`src/include/stripe_consts.svh`:
```
`ifndef STRIPE_CONSTS_SVH
`define STRIPE_CONSTS_SVH

// Bank count, must be a power of two
`define STRIPE_NUM_BANKS 2

// Manager word address, beat and id widths
`define STRIPE_ADDR_W 8
`define STRIPE_DATA_W 16
`define STRIPE_ID_W 4

// Bursts that may be outstanding in each path
`define STRIPE_FIFO_DEPTH 4

// Words held by one bank
`define STRIPE_BANK_DEPTH (1 << (`STRIPE_ADDR_W - $clog2(`STRIPE_NUM_BANKS)))

`endif

```
`src/logic/stripe_pkg.sv`:
```
`include "stripe_consts.svh"

package stripe_pkg;

  localparam int BANK_BITS = $clog2(`STRIPE_NUM_BANKS);

  // Manager side word address
  typedef logic [`STRIPE_ADDR_W-1:0] addr_t;

  // Word address inside one bank, low stripe bits removed
  typedef logic [`STRIPE_ADDR_W-BANK_BITS-1:0] bank_addr_t;

  typedef logic [`STRIPE_DATA_W-1:0] data_t;
  typedef logic [`STRIPE_ID_W-1:0] id_t;

  // Beats minus one, as on AXI
  typedef logic [7:0] len_t;

  typedef enum logic [1:0] {
    OKAY   = 2'b00,
    SLVERR = 2'b10
  } resp_t;

  // Read burst bookkeeping, id plus length for the last beat
  typedef struct packed {
    id_t  id;
    len_t len;
  } rd_burst_t;

endpackage

```
`src/logic/bank_mem.sv`:
```
`include "stripe_consts.svh"

module bank_mem (
  input  logic clk,
  input  logic i_rst,

  input  logic                   i_aw_valid,
  input  stripe_pkg::bank_addr_t i_aw_addr,
  input  stripe_pkg::len_t       i_aw_len,
  output logic                   o_aw_ready,
  input  logic                   i_w_valid,
  input  stripe_pkg::data_t      i_w_data,
  input  logic                   i_w_last,
  output logic                   o_w_ready,
  output logic                   o_b_valid,
  output stripe_pkg::resp_t      o_b_resp,
  input  logic                   i_b_ready,

  input  logic                   i_ar_valid,
  input  stripe_pkg::bank_addr_t i_ar_addr,
  input  stripe_pkg::len_t       i_ar_len,
  output logic                   o_ar_ready,
  output logic                   o_r_valid,
  output stripe_pkg::data_t      o_r_data,
  output logic                   o_r_last,
  input  logic                   i_r_ready
);

  stripe_pkg::data_t      mem[`STRIPE_BANK_DEPTH];

  logic                   wr_active;
  stripe_pkg::bank_addr_t wr_addr;
  stripe_pkg::len_t       wr_left;
  logic                   w_fire;

  logic                   rd_active;
  stripe_pkg::bank_addr_t rd_addr;
  stripe_pkg::len_t       rd_left;

  // Write side is busy from AW until its B is taken
  assign o_aw_ready = !wr_active && !o_b_valid;
  assign o_w_ready  = wr_active;
  assign o_b_resp   = stripe_pkg::OKAY;
  assign w_fire     = i_w_valid && wr_active;

  always_ff @(posedge clk) begin
    if (i_rst) begin
      wr_active <= 1'b0;
      o_b_valid <= 1'b0;
    end else begin
      if (i_aw_valid && o_aw_ready) begin
        wr_active <= 1'b1;
      end else if (w_fire && wr_left == '0) begin
        wr_active <= 1'b0;
        o_b_valid <= 1'b1;
      end else if (o_b_valid && i_b_ready) begin
        o_b_valid <= 1'b0;
      end
    end
  end

  always_ff @(posedge clk) begin
    if (i_aw_valid && o_aw_ready) begin
      wr_addr <= i_aw_addr;
      wr_left <= i_aw_len;
    end else if (w_fire) begin
      mem[wr_addr] <= i_w_data;
      wr_addr      <= wr_addr + 1'b1;
      wr_left      <= wr_left - 1'b1;
    end
  end

  // Read side, one beat per cycle straight from the array
  assign o_ar_ready = !rd_active;
  assign o_r_valid  = rd_active;
  assign o_r_data   = mem[rd_addr];
  assign o_r_last   = (rd_left == '0);

  always_ff @(posedge clk) begin
    if (i_rst) begin
      rd_active <= 1'b0;
    end else if (i_ar_valid && o_ar_ready) begin
      rd_active <= 1'b1;
    end else if (rd_active && i_r_ready && o_r_last) begin
      rd_active <= 1'b0;
    end
  end

  always_ff @(posedge clk) begin
    if (i_ar_valid && o_ar_ready) begin
      rd_addr <= i_ar_addr;
      rd_left <= i_ar_len;
    end else if (rd_active && i_r_ready) begin
      rd_addr <= rd_addr + 1'b1;
      rd_left <= rd_left - 1'b1;
    end
  end

  a_w_last : assert property (@(posedge clk) disable iff (i_rst)
    w_fire |-> (i_w_last == (wr_left == '0)));

endmodule

```
`src/logic/burst_fifo.sv`:
```
`include "stripe_consts.svh"

module burst_fifo #(
  parameter type payload_t = stripe_pkg::id_t
) (
  input  logic     clk,
  input  logic     i_rst,
  input  logic     i_push,
  input  payload_t i_push_data,
  input  logic     i_pop,
  output payload_t o_head,
  output logic     o_empty,
  output logic     o_full
);

  localparam int DEPTH = `STRIPE_FIFO_DEPTH;
  localparam int PTR_W = $clog2(DEPTH);

  payload_t entries[DEPTH];

  // Extra top bit tells full from empty when the indexes match
  logic [PTR_W:0] wr_ptr;
  logic [PTR_W:0] rd_ptr;

  always_ff @(posedge clk) begin
    if (i_rst) begin
      wr_ptr <= '0;
      rd_ptr <= '0;
    end else begin
      if (i_push) begin
        wr_ptr <= wr_ptr + 1'b1;
      end
      if (i_pop) begin
        rd_ptr <= rd_ptr + 1'b1;
      end
    end
  end

  always_ff @(posedge clk) begin
    if (i_push) begin
      entries[wr_ptr[PTR_W-1:0]] <= i_push_data;
    end
  end

  assign o_head  = entries[rd_ptr[PTR_W-1:0]];
  assign o_empty = (wr_ptr == rd_ptr);
  assign o_full  = (wr_ptr[PTR_W] != rd_ptr[PTR_W]) &&
                   (wr_ptr[PTR_W-1:0] == rd_ptr[PTR_W-1:0]);

  a_no_overflow : assert property (@(posedge clk) disable iff (i_rst)
    !(i_push && o_full));

  a_no_underflow : assert property (@(posedge clk) disable iff (i_rst)
    !(i_pop && o_empty));

endmodule

```
`src/logic/stripe_rd.sv`:
```
`include "stripe_consts.svh"

module stripe_rd (
  input  logic clk,
  input  logic i_rst,

  input  logic                i_ar_valid,
  input  stripe_pkg::addr_t   i_ar_addr,
  input  stripe_pkg::id_t     i_ar_id,
  input  stripe_pkg::len_t    i_ar_len,
  output logic                o_ar_ready,
  output logic                o_r_valid,
  output stripe_pkg::data_t   o_r_data,
  output stripe_pkg::id_t     o_r_id,
  output logic                o_r_last,
  input  logic                i_r_ready,

  output logic [`STRIPE_NUM_BANKS-1:0]                        o_bk_ar_valid,
  output stripe_pkg::bank_addr_t [`STRIPE_NUM_BANKS-1:0]      o_bk_ar_addr,
  output stripe_pkg::len_t [`STRIPE_NUM_BANKS-1:0]            o_bk_ar_len,
  input  logic [`STRIPE_NUM_BANKS-1:0]                        i_bk_ar_ready,
  input  logic [`STRIPE_NUM_BANKS-1:0]                        i_bk_r_valid,
  input  stripe_pkg::data_t [`STRIPE_NUM_BANKS-1:0]           i_bk_r_data,
  input  logic [`STRIPE_NUM_BANKS-1:0]                        i_bk_r_last,
  output logic [`STRIPE_NUM_BANKS-1:0]                        o_bk_r_ready
);

  localparam int N = `STRIPE_NUM_BANKS;
  localparam int SEL_W = $clog2(N);

  logic                   ar_rdy;
  logic                   ar_fire;
  logic [N-1:0]           ar_pend;
  stripe_pkg::bank_addr_t ar_addr_q;
  stripe_pkg::len_t       ar_len_q;

  stripe_pkg::rd_burst_t  push_burst;
  stripe_pkg::rd_burst_t  head;
  stripe_pkg::len_t       r_cnt;
  logic [SEL_W-1:0]       r_sel;
  logic                   r_fire;
  logic                   fifo_empty;
  logic                   fifo_full;

  assign o_ar_ready = ar_rdy;
  assign ar_fire    = i_ar_valid && ar_rdy;

  always_ff @(posedge clk) begin
    if (i_rst) begin
      ar_rdy  <= 1'b0;
      ar_pend <= '0;
      r_cnt   <= '0;
    end else begin
      ar_rdy <= !ar_fire && (ar_pend == '0) && !fifo_full;
      if (ar_fire) begin
        ar_pend <= '1;
      end else begin
        ar_pend <= ar_pend & ~i_bk_ar_ready;
      end
      if (r_fire) begin
        r_cnt <= o_r_last ? '0 : r_cnt + 1'b1;
      end
    end
  end

  always_ff @(posedge clk) begin
    if (ar_fire) begin
      ar_addr_q <= stripe_pkg::bank_addr_t'(i_ar_addr >> SEL_W);
      ar_len_q  <= i_ar_len >> SEL_W;
    end
  end

  assign o_bk_ar_valid = ar_pend;
  assign o_bk_ar_addr  = {N{ar_addr_q}};
  assign o_bk_ar_len   = {N{ar_len_q}};

  // Banks finish bursts in order, so the beat count picks the serving bank
  assign r_sel     = r_cnt[SEL_W-1:0];
  assign o_r_valid = i_bk_r_valid[r_sel];
  assign o_r_data  = i_bk_r_data[r_sel];
  assign o_r_id    = head.id;
  assign o_r_last  = (r_cnt == head.len);
  assign r_fire    = o_r_valid && i_r_ready;

  always_comb begin
    for (int i = 0; i < N; i++) begin
      o_bk_r_ready[i] = i_r_ready && (r_sel == SEL_W'(i));
    end
  end

  assign push_burst.id  = i_ar_id;
  assign push_burst.len = i_ar_len;

  burst_fifo #(
    .payload_t(stripe_pkg::rd_burst_t)
  ) burst_fifo_i (
    .clk        (clk),
    .i_rst      (i_rst),
    .i_push     (ar_fire),
    .i_push_data(push_burst),
    .i_pop      (r_fire && o_r_last),
    .o_head     (head),
    .o_empty    (fifo_empty),
    .o_full     (fifo_full)
  );

  a_ar_aligned : assert property (@(posedge clk) disable iff (i_rst)
    i_ar_valid |-> (i_ar_addr[SEL_W-1:0] == '0) && (i_ar_len[SEL_W-1:0] == '1));

  // Bank side last must land in the final stripe of the head burst
  a_bank_last : assert property (@(posedge clk) disable iff (i_rst)
    o_r_valid |-> !fifo_empty && (i_bk_r_last[r_sel] == (r_cnt >= head.len - 8'(N - 1))));

endmodule

```
`src/logic/stripe_top.sv`:
```
`include "stripe_consts.svh"

module stripe_top (
  input  logic              clk,
  input  logic              i_rst,

  input  logic              i_aw_valid,
  input  stripe_pkg::addr_t i_aw_addr,
  input  stripe_pkg::id_t   i_aw_id,
  input  stripe_pkg::len_t  i_aw_len,
  output logic              o_aw_ready,
  input  logic              i_w_valid,
  input  stripe_pkg::data_t i_w_data,
  input  logic              i_w_last,
  output logic              o_w_ready,
  output logic              o_b_valid,
  output stripe_pkg::id_t   o_b_id,
  output stripe_pkg::resp_t o_b_resp,
  input  logic              i_b_ready,

  input  logic              i_ar_valid,
  input  stripe_pkg::addr_t i_ar_addr,
  input  stripe_pkg::id_t   i_ar_id,
  input  stripe_pkg::len_t  i_ar_len,
  output logic              o_ar_ready,
  output logic              o_r_valid,
  output stripe_pkg::data_t o_r_data,
  output stripe_pkg::id_t   o_r_id,
  output logic              o_r_last,
  input  logic              i_r_ready
);

  localparam int N = `STRIPE_NUM_BANKS;

  // Per-bank write channels
  logic [N-1:0]                     bk_aw_valid;
  stripe_pkg::bank_addr_t [N-1:0]   bk_aw_addr;
  stripe_pkg::len_t [N-1:0]         bk_aw_len;
  logic [N-1:0]                     bk_aw_ready;
  logic [N-1:0]                     bk_w_valid;
  stripe_pkg::data_t [N-1:0]        bk_w_data;
  logic [N-1:0]                     bk_w_last;
  logic [N-1:0]                     bk_w_ready;
  logic [N-1:0]                     bk_b_valid;
  stripe_pkg::resp_t [N-1:0]        bk_b_resp;
  logic [N-1:0]                     bk_b_ready;

  // Per-bank read channels
  logic [N-1:0]                     bk_ar_valid;
  stripe_pkg::bank_addr_t [N-1:0]   bk_ar_addr;
  stripe_pkg::len_t [N-1:0]         bk_ar_len;
  logic [N-1:0]                     bk_ar_ready;
  logic [N-1:0]                     bk_r_valid;
  stripe_pkg::data_t [N-1:0]        bk_r_data;
  logic [N-1:0]                     bk_r_last;
  logic [N-1:0]                     bk_r_ready;

  stripe_wr stripe_wr_i (
    .clk          (clk),
    .i_rst        (i_rst),
    .i_aw_valid   (i_aw_valid),
    .i_aw_addr    (i_aw_addr),
    .i_aw_id      (i_aw_id),
    .i_aw_len     (i_aw_len),
    .o_aw_ready   (o_aw_ready),
    .i_w_valid    (i_w_valid),
    .i_w_data     (i_w_data),
    .i_w_last     (i_w_last),
    .o_w_ready    (o_w_ready),
    .o_b_valid    (o_b_valid),
    .o_b_id       (o_b_id),
    .o_b_resp     (o_b_resp),
    .i_b_ready    (i_b_ready),
    .o_bk_aw_valid(bk_aw_valid),
    .o_bk_aw_addr (bk_aw_addr),
    .o_bk_aw_len  (bk_aw_len),
    .i_bk_aw_ready(bk_aw_ready),
    .o_bk_w_valid (bk_w_valid),
    .o_bk_w_data  (bk_w_data),
    .o_bk_w_last  (bk_w_last),
    .i_bk_w_ready (bk_w_ready),
    .i_bk_b_valid (bk_b_valid),
    .i_bk_b_resp  (bk_b_resp),
    .o_bk_b_ready (bk_b_ready)
  );

  stripe_rd stripe_rd_i (
    .clk          (clk),
    .i_rst        (i_rst),
    .i_ar_valid   (i_ar_valid),
    .i_ar_addr    (i_ar_addr),
    .i_ar_id      (i_ar_id),
    .i_ar_len     (i_ar_len),
    .o_ar_ready   (o_ar_ready),
    .o_r_valid    (o_r_valid),
    .o_r_data     (o_r_data),
    .o_r_id       (o_r_id),
    .o_r_last     (o_r_last),
    .i_r_ready    (i_r_ready),
    .o_bk_ar_valid(bk_ar_valid),
    .o_bk_ar_addr (bk_ar_addr),
    .o_bk_ar_len  (bk_ar_len),
    .i_bk_ar_ready(bk_ar_ready),
    .i_bk_r_valid (bk_r_valid),
    .i_bk_r_data  (bk_r_data),
    .i_bk_r_last  (bk_r_last),
    .o_bk_r_ready (bk_r_ready)
  );

  for (genvar i = 0; i < N; i++) begin : gen_bank
    bank_mem bank_mem_i (
      .clk       (clk),
      .i_rst     (i_rst),
      .i_aw_valid(bk_aw_valid[i]),
      .i_aw_addr (bk_aw_addr[i]),
      .i_aw_len  (bk_aw_len[i]),
      .o_aw_ready(bk_aw_ready[i]),
      .i_w_valid (bk_w_valid[i]),
      .i_w_data  (bk_w_data[i]),
      .i_w_last  (bk_w_last[i]),
      .o_w_ready (bk_w_ready[i]),
      .o_b_valid (bk_b_valid[i]),
      .o_b_resp  (bk_b_resp[i]),
      .i_b_ready (bk_b_ready[i]),
      .i_ar_valid(bk_ar_valid[i]),
      .i_ar_addr (bk_ar_addr[i]),
      .i_ar_len  (bk_ar_len[i]),
      .o_ar_ready(bk_ar_ready[i]),
      .o_r_valid (bk_r_valid[i]),
      .o_r_data  (bk_r_data[i]),
      .o_r_last  (bk_r_last[i]),
      .i_r_ready (bk_r_ready[i])
    );
  end

endmodule

```
`src/logic/stripe_wr.sv`:
```
`include "stripe_consts.svh"

module stripe_wr (
  input  logic clk,
  input  logic i_rst,

  input  logic                i_aw_valid,
  input  stripe_pkg::addr_t   i_aw_addr,
  input  stripe_pkg::id_t     i_aw_id,
  input  stripe_pkg::len_t    i_aw_len,
  output logic                o_aw_ready,
  input  logic                i_w_valid,
  input  stripe_pkg::data_t   i_w_data,
  input  logic                i_w_last,
  output logic                o_w_ready,
  output logic                o_b_valid,
  output stripe_pkg::id_t     o_b_id,
  output stripe_pkg::resp_t   o_b_resp,
  input  logic                i_b_ready,

  output logic [`STRIPE_NUM_BANKS-1:0]                        o_bk_aw_valid,
  output stripe_pkg::bank_addr_t [`STRIPE_NUM_BANKS-1:0]      o_bk_aw_addr,
  output stripe_pkg::len_t [`STRIPE_NUM_BANKS-1:0]            o_bk_aw_len,
  input  logic [`STRIPE_NUM_BANKS-1:0]                        i_bk_aw_ready,
  output logic [`STRIPE_NUM_BANKS-1:0]                        o_bk_w_valid,
  output stripe_pkg::data_t [`STRIPE_NUM_BANKS-1:0]           o_bk_w_data,
  output logic [`STRIPE_NUM_BANKS-1:0]                        o_bk_w_last,
  input  logic [`STRIPE_NUM_BANKS-1:0]                        i_bk_w_ready,
  input  logic [`STRIPE_NUM_BANKS-1:0]                        i_bk_b_valid,
  input  stripe_pkg::resp_t [`STRIPE_NUM_BANKS-1:0]           i_bk_b_resp,
  output logic [`STRIPE_NUM_BANKS-1:0]                        o_bk_b_ready
);

  localparam int N = `STRIPE_NUM_BANKS;
  localparam int SEL_W = $clog2(N);

  logic                   aw_rdy;
  logic                   aw_fire;
  logic [N-1:0]           aw_pend;
  stripe_pkg::bank_addr_t aw_addr_q;
  stripe_pkg::len_t       aw_len_q;

  logic                   w_active;
  logic                   w_fire;
  stripe_pkg::len_t       w_cnt;
  stripe_pkg::len_t       w_len;
  logic [SEL_W-1:0]       w_sel;

  logic [N-1:0]           b_done;
  stripe_pkg::resp_t      resp_q;
  logic                   b_fire;
  logic                   fifo_empty;
  logic                   fifo_full;

  assign o_aw_ready = aw_rdy;
  assign aw_fire    = i_aw_valid && aw_rdy;

  // Ready is registered, so it can only be granted from a settled state
  always_ff @(posedge clk) begin
    if (i_rst) begin
      aw_rdy   <= 1'b0;
      aw_pend  <= '0;
      w_active <= 1'b0;
      w_cnt    <= '0;
    end else begin
      aw_rdy <= !aw_fire && (aw_pend == '0) && !w_active && !fifo_full;
      if (aw_fire) begin
        aw_pend  <= '1;
        w_active <= 1'b1;
      end else begin
        aw_pend <= aw_pend & ~i_bk_aw_ready;
      end
      if (w_fire) begin
        w_cnt <= i_w_last ? '0 : w_cnt + 1'b1;
        if (i_w_last) begin
          w_active <= 1'b0;
        end
      end
    end
  end

  // Same bank request for every bank, length in bank beats
  always_ff @(posedge clk) begin
    if (aw_fire) begin
      aw_addr_q <= stripe_pkg::bank_addr_t'(i_aw_addr >> SEL_W);
      aw_len_q  <= i_aw_len >> SEL_W;
      w_len     <= i_aw_len;
    end
  end

  assign o_bk_aw_valid = aw_pend;
  assign o_bk_aw_addr  = {N{aw_addr_q}};
  assign o_bk_aw_len   = {N{aw_len_q}};

  // Beats go round robin; the final stripe carries each bank's last beat
  assign w_sel     = w_cnt[SEL_W-1:0];
  assign o_w_ready = i_bk_w_ready[w_sel];
  assign w_fire    = i_w_valid && o_w_ready;

  always_comb begin
    for (int i = 0; i < N; i++) begin
      o_bk_w_valid[i] = i_w_valid && (w_sel == SEL_W'(i));
      o_bk_w_data[i]  = i_w_data;
      o_bk_w_last[i]  = (w_cnt >= w_len - 8'(N - 1));
    end
  end

  // Each bank answers once per burst, held off until the merged B leaves
  assign o_bk_b_ready = ~b_done;
  assign o_b_valid    = &b_done;
  assign o_b_resp     = resp_q;
  assign b_fire       = o_b_valid && i_b_ready;

  always_ff @(posedge clk) begin
    if (i_rst || b_fire) begin
      b_done <= '0;
      resp_q <= stripe_pkg::OKAY;
    end else begin
      b_done <= b_done | i_bk_b_valid;
      for (int i = 0; i < N; i++) begin
        if (i_bk_b_valid[i] && !b_done[i] && i_bk_b_resp[i] == stripe_pkg::SLVERR) begin
          resp_q <= stripe_pkg::SLVERR;
        end
      end
    end
  end

  burst_fifo #(
    .payload_t(stripe_pkg::id_t)
  ) id_fifo_i (
    .clk        (clk),
    .i_rst      (i_rst),
    .i_push     (aw_fire),
    .i_push_data(i_aw_id),
    .i_pop      (b_fire),
    .o_head     (o_b_id),
    .o_empty    (fifo_empty),
    .o_full     (fifo_full)
  );

  a_aw_aligned : assert property (@(posedge clk) disable iff (i_rst)
    i_aw_valid |-> (i_aw_addr[SEL_W-1:0] == '0) && (i_aw_len[SEL_W-1:0] == '1));

  a_w_last : assert property (@(posedge clk) disable iff (i_rst)
    w_fire |-> (i_w_last == (w_cnt == w_len)));

  // A merged B always belongs to a recorded burst
  a_b_has_id : assert property (@(posedge clk) disable iff (i_rst)
    o_b_valid |-> !fifo_empty);

endmodule

```
`config.mk`:
```
export PLATFORM = sky130hd
export DESIGN_NAME = stripe_top
export DESIGN_NICKNAME = d
export VERILOG_FILES = /design/src/logic/stripe_pkg.sv /design/src/logic/bank_mem.sv /design/src/logic/burst_fifo.sv /design/src/logic/stripe_rd.sv /design/src/logic/stripe_top.sv /design/src/logic/stripe_wr.sv
export VERILOG_INCLUDE_DIRS = /design/src /design/src/include
export SDC_FILE = /design/constraint.sdc
export NUM_CORES = 2
export LEC_CHECK = 0
export ABC_CLOCK_PERIOD_IN_PS = 2800
export BUFFER_PORTS_ARGS = -buffer_cell sky130_fd_sc_hd__buf_2
export CORE_ASPECT_RATIO = 1.5
export CORE_MARGIN = 4
export CORE_UTILIZATION = 45
export DETAILED_ROUTE_END_ITERATION = 10
export MAX_ROUTING_LAYER = met4
export SETUP_SLACK_MARGIN = 0.15
export SYNTH_ARGS = -nofsm -noshare
export SYNTH_HDL_FRONTEND = slang
export SYNTH_MEMORY_MAX_BITS = 65536
export SYNTH_SLANG_ARGS = --single-unit
```
`constraint.sdc`:
```
create_clock -name clk -period 2.8 [get_ports clk]
set_input_delay 0.28 -clock clk [delete_from_list [all_inputs] [get_ports clk]]
set_output_delay 0.28 -clock clk [all_outputs]
set_load 0.02 [all_outputs]
```
* Word level (Yosys, flattened, before mapping)
Memories as Yosys holds them, arrays and structs flattened. A register that Yosys moved wholly into a read port is not among the register bits.
Index checks and enable logic that the tools add are counted.
** Word-level totals
- Logic and storage cells :: 190
- Input port bits :: 64
- Memories :: 4
- Memory bits (writable) :: 4160
- Register bits after elaboration :: 131
** Operators by class
- $add $sub $neg :: 14
- $lt $le $gt $ge :: 2
- Reductions and logical operators :: 64
- Equal/unequal tests :: 5
- Bitwise logic cells :: 10
- Multiplexer cells :: 57
** Memories
- gen_bank[0].bank_mem_i.mem :: depth 128, bits a word 16, read ports 1, clocked after Yosys merged registers in 1, write ports 1, RTL line bank_mem.sv:29 : stripe_pkg::data_t mem[`STRIPE_BANK_DEPTH];
- gen_bank[1].bank_mem_i.mem :: depth 128, bits a word 16, read ports 1, clocked after Yosys merged registers in 1, write ports 1, RTL line bank_mem.sv:29
- stripe_rd_i.burst_fifo_i.entries :: depth 4, bits a word 12, read ports 1, clocked after Yosys merged registers in 1, write ports 1, RTL line burst_fifo.sv:19 : payload_t entries[DEPTH];
- stripe_wr_i.id_fifo_i.entries :: depth 4, bits a word 4, read ports 1, clocked after Yosys merged registers in 1, write ports 1, RTL line burst_fifo.sv:19
** Operators by type and width (number)
- 7-bit 2-to-1 mux :: 14
- 8-bit 2-to-1 mux :: 6
- 1-bit logical AND :: 33
- 8-bit logical NOT :: 4
- 16-bit 2-to-1 mux :: 2
- 8-bit by 1-bit subtractor with 8-bit output (second input constant) :: 4
- 1-bit 2-to-1 mux :: 29
- 7-bit by 1-bit adder with 7-bit output (second input constant) :: 4
- 2-bit nonzero test :: 10
- 8-bit by 1-bit adder with 8-bit output (second input constant) :: 2
- 3-bit by 1-bit adder with 3-bit output (second input constant) :: 4
- 2-bit 2-to-1 mux :: 6
- 1-bit logical NOT :: 11
- 8-bit equality test :: 1
- 2-bit NOT :: 3
- 2-bit AND reduction :: 3
- 2-bit bitwise AND :: 2
- 2-bit equality test :: 2
- 2-bit logical NOT :: 2
- 1-bit by 2-bit < comparator with 1-bit output (second input constant) :: 2
- 1-bit NOT :: 4
- 1-bit inequality test :: 2
- 2-bit bitwise OR :: 1
- 1-bit logical OR :: 1

* Longest topological paths before layout
- Depth in word-level cells :: 6
- Mapped depth :: 12
- Depth with buffers taken out :: 7

* Cells and area by module
A second synthesis with hierarchy kept.
** Second synthesis, totals
- Cells, all modules :: 6981
- Area, all modules :: 166672.4 um^2
** By module, submodules not included
- bank_mem (gen_bank[0].bank_mem_i) :: area an instance 80210.7 um^2, cells each 3264, times used 1
- bank_mem (gen_bank[1].bank_mem_i) :: area an instance 80196.9 um^2, cells each 3261, times used 1
- burst_fifo (stripe_rd_i.burst_fifo_i) :: area an instance 2135.8 um^2, cells each 102, times used 1
- stripe_wr :: area an instance 1809.2 um^2, cells each 180, times used 1
- stripe_rd :: area an instance 1333.8 um^2, cells each 114, times used 1
- burst_fifo (stripe_wr_i.id_fifo_i) :: area an instance 985.9 um^2, cells each 60, times used 1

* Least setup slack after synthesis
OpenSTA, ideal clock, no wires.
- Path kind :: register to output
- From :: register (tool-made name)
- To :: output port o_r_data[13]
- Arrival time :: 2.561 ns
- Path slack :: -0.041 ns
- Stages on the path, launching flop included :: 12
- Cells stage by stage :: dfxtp_1 buf_4 buf_6 buf_6 buf_6 buf_6 mux2i_1 o221ai_1 a21oi_1 nor4_1 nand3_1 nor4_1
** RTL lines
- end, declared :: RTL line stripe_top.sv:27 : output stripe_pkg::data_t o_r_data,

==> results.yml <==
sta:
  timing.final.crit_period_ns: 4.65
  tightest_slew_ns: 1.02
  setup_violations: 17
  skew_ns: 0.0382
  fmax_mhz: 215
  timing.final.ws_setup_ns: -1.85
  hold_slack_ns: 0.0943
  fin_crit_sh_pct: 166
  tns_ns: -26.00
  slew_headroom_pct: 31.7
  hold_viol: 0
  maxSlewViolCount: 0
  rsz0062_at_grt: "yes"
cells_and_area:
  most-common-layout-cells: "4,248 x edfxtp_1, 1,117 x buf_4, 778 x mux4_2, 496 x mux2i_1, 404 x clkbuf_16"
  final_common_cell: "edfxtp_1"
  fin_nets: 9676
  multi_input_comb_area_sq_um: 36800
  final-seq-area_sq_um: 129000
  area_growth_pct: 20.5
  final_cell_area_sq_um: 200000
  drive_gt1_share_pct: 31.9
  fill_cells: 27800
  post-route-util_pct: 54.6
routing:
  first_iter_violations: 9391
  drc_errors: 0
  ant_nets: 0
  via_per_inst: 5.96
  dr.pass1.iters: 6
  vias: 87600
  avgRoutedWirePerCell_microns: 32.2
  drt_wl_total_microns: 473000
logic_synthesis:
  yosysWarningCount: 0
  synth.cell_area_sq_um: 166000
  synth.distinct_cells: 68
  avgSynthCellArea_sq_um: 20.5
  async_reset_ff_share_pct: 0
  synth_cells: 8090
  synth-edff-count: 4248
  synth_top_area_share_pct: 76.9
  synth_flop_cell: "edfxtp_1"
  yosysTopAreaCell: "edfxtp_1"
  synth-seq-cells: 4302
  yosysSeqAreaShare_pct: 77.5
  synthTopCellsByArea: "edfxtp_1 77%, mux4_2 11%, mux2i_1 3.1%"
die:
  io_pins: 96
  core_area_sq_um: 367000
  initial_core_util_pct: 45.3
  die_y_microns: 752
  die-area_sq_um: 379000
  die_w_microns: 504
  rows: 272
placed_design:
  place_congestion: 0.963
  dp_hpwl_microns: 310000
  placed_area_sq_um: 183000
  portBuffers: 90
flow_run:
  drv_cap: 0
pwr:
  cellLeakagePower_nw: 65.4
  clock_power_share_pct: 39.7
  p_comb_share_pct: 8.9
  power_switching_share_pct: 22.3
  powerDensity_nw_per_um2: 690
  power.internal_mw: 107
  p_seq_share_pct: 51.4
  ir_drop_uv: 574
  p_switching_mw: 30.8
  power_mw: 138
clock_network:
  clk-insertion-delay-late_ns: 0.93
  numCtsBuffers: 390
  cts_root_buf: "clkbuf_16"
  clk_pin_slew_ns: 0.06
  cts_max_path_buffers: 4
  cts_tree: "built"
  cts_max_level: 5
  clock-sinks: 4302
critical_path:
  crit_required_ns: 2.52
  start_kind: "register"
  cp-end-kind: "primary output"
  reg2regPathDepth: 6
  arrival_ns: 4.37
  rrSetupSlack_ns: 0.31
  crit_type: "reg2out"
  crit_fanout: 7
global_route:
  grt_max_degree: 110
  grt_pass1_vias: 90000
  grt_overflow: 0
  antenna_found_initial: 8
  track_usage_pct: 25.2
  grt_pass1_wl_microns: 668000
worst_hold_path:
  hold_class: "in2reg"
  min_delay_path_depth: 2
outcome:
  status: "finished with violations"
  violations: "negative setup slack"
==> area by class of cell <==
cell class                      instances  area share, %
Clock inverter                        227           1.31
Clock buffer                          474           5.15
Timing Repair Buffer                 1562           7.77
Sequential cell                      4302           64.4
Inverter                               20         0.0375
Antenna cell                            4        0.00501
Tap cell                             4795           3.00
Multi-Input combinational cell       3313           18.4
==> cells in the mapped netlist, types with 36 or more instances <==
master / instances
o21ai_0: 70
buf_6: 36
nor2_1: 385
buf_4: 44
xnor2_1: 41
dfxtp_1: 54
nand2_1: 183
mux2_2: 37
buf_2: 109
o221ai_1: 156
nand3_1: 69
a31oi_1: 40
nor3_1: 129
mux2i_1: 506
a22oi_1: 223
nor4_1: 60
a21oi_1: 188
edfxtp_1: 4248
clkbuf_1: 232
mux4_2: 778
==> layer usage <==
metal	up-vias	share of wire (%)	global-route usage [%]	wire length, microns
met2	3241	53	44.2	251000
met3	915	5.4	2.67	25400
met5	-	0	-	0
met1	46700	36	29.0	168000
met4	0	5.9	12.5	28000
li1	36800	-	-	-
==> kinds of logic (layout without fill, tap and decap cells) <==
| family | after synthesis | count (layout) | synth area share [%] |
|---|---|---|---|
| fa+ha+maj | 23 | 23 | 0.173 |
| buf+inv | 476 | 2283 | 1.44 |
| mux | 1321 | 1321 | 13.9 |
| flops | 4302 | 4302 | 77.5 |
| xor+xnor | 69 | 69 | 0.364 |
| simple gates | 998 | 998 | 2.81 |
| other cells | 1 | 6 | 0.00226 |
| compound gates | 900 | 900 | 3.84 |
==> final timing paths <==
check	start	end
setup / recovery	register	o_r_data[14]
hold / removal	i_ar_addr[5]	stripe_rd_i.ar_addr_q[4]
setup reg to reg	gen_bank[1].bank_mem_i.o_w_ready	gen_bank[1].bank_mem_i.mem[56][13]
hold reg to reg	stripe_wr_i.b_done[1]	gen_bank[1].bank_mem_i.o_b_valid
==> power by group through the flow <==
stage / clock [mW] / combinational [mW] / sequential, mW
5_1_grt: 58.2 / 12.6 / 70.9
2_1_floorplan: 0 / 4.68 / 72.3
3_5_place_dp: 0 / 11.1 / 72.4
6_report: 54.8 / 12.2 / 71.0
4_1_cts: 55.6 / 11.9 / 71.0
3_3_place_gp: 0 / 11.0 / 72.4
==> flip-flops by register name (all words and copies together) (netlist names), 3 cells and up, named ones only <==
name	cells
stripe_rd_i.r_cnt	8
stripe_wr_i.aw_len_q	7
stripe_rd_i.ar_len_q	7
gen_bank.bank_mem_i.wr_left	16
stripe_rd_i.burst_fifo_i.entries	48
stripe_wr_i.id_fifo_i.wr_ptr	3
stripe_rd_i.ar_addr_q	7
stripe_rd_i.burst_fifo_i.wr_ptr	3
stripe_wr_i.id_fifo_i.entries	16
gen_bank.bank_mem_i.wr_addr	14
stripe_wr_i.id_fifo_i.rd_ptr	3
stripe_wr_i.aw_addr_q	7
gen_bank.bank_mem_i.mem	4096
gen_bank.bank_mem_i.rd_addr	14
gen_bank.bank_mem_i.rd_left	16
stripe_rd_i.burst_fifo_i.rd_ptr	3
==> through the flow <==
step | cells | setup slack, ns
2_1_floorplan | 8091 | 0.0892
5_1_grt | 14700 | -1.85
3_3_place_gp | 13800 | -2.20
6_report | 14700 | -1.85
4_1_cts | 14600 | -1.83
3_5_place_dp | 13800 | -1.70
==> critical path: stages, from the launching register on <==
cell	delay (ns)
dfxtp_4	0.38
buf_12	0.16
buf_16	0.14
buf_12	0.12
mux2i_2	0.14
o221ai_2	0.18
buf_4	0.16
nor3_4	0.04
buf_6	0.14
nor4_4	0.41
nand4_1	0.41
buf_6	0.27
o21bai_4	0.22
nor3_4	0.34
buf_4	0.17
buf_6	0.10
==> timing repair <==
| item | 4_1_cts | 5_1_grt |
|---|---|---|
| setup endpoints to repair | 22 | 18 |
| cloned | 7 | 8 |
| setup buffers | 16 | 85 |
| gates resized for setup | 261 | 116 |
| endpoints found under the hold margin | 1378 | 0 |
| pin swaps | 49 | 50 |
| hold buffers | 64 | 0 |
Power figures use the tool's default switching activity.
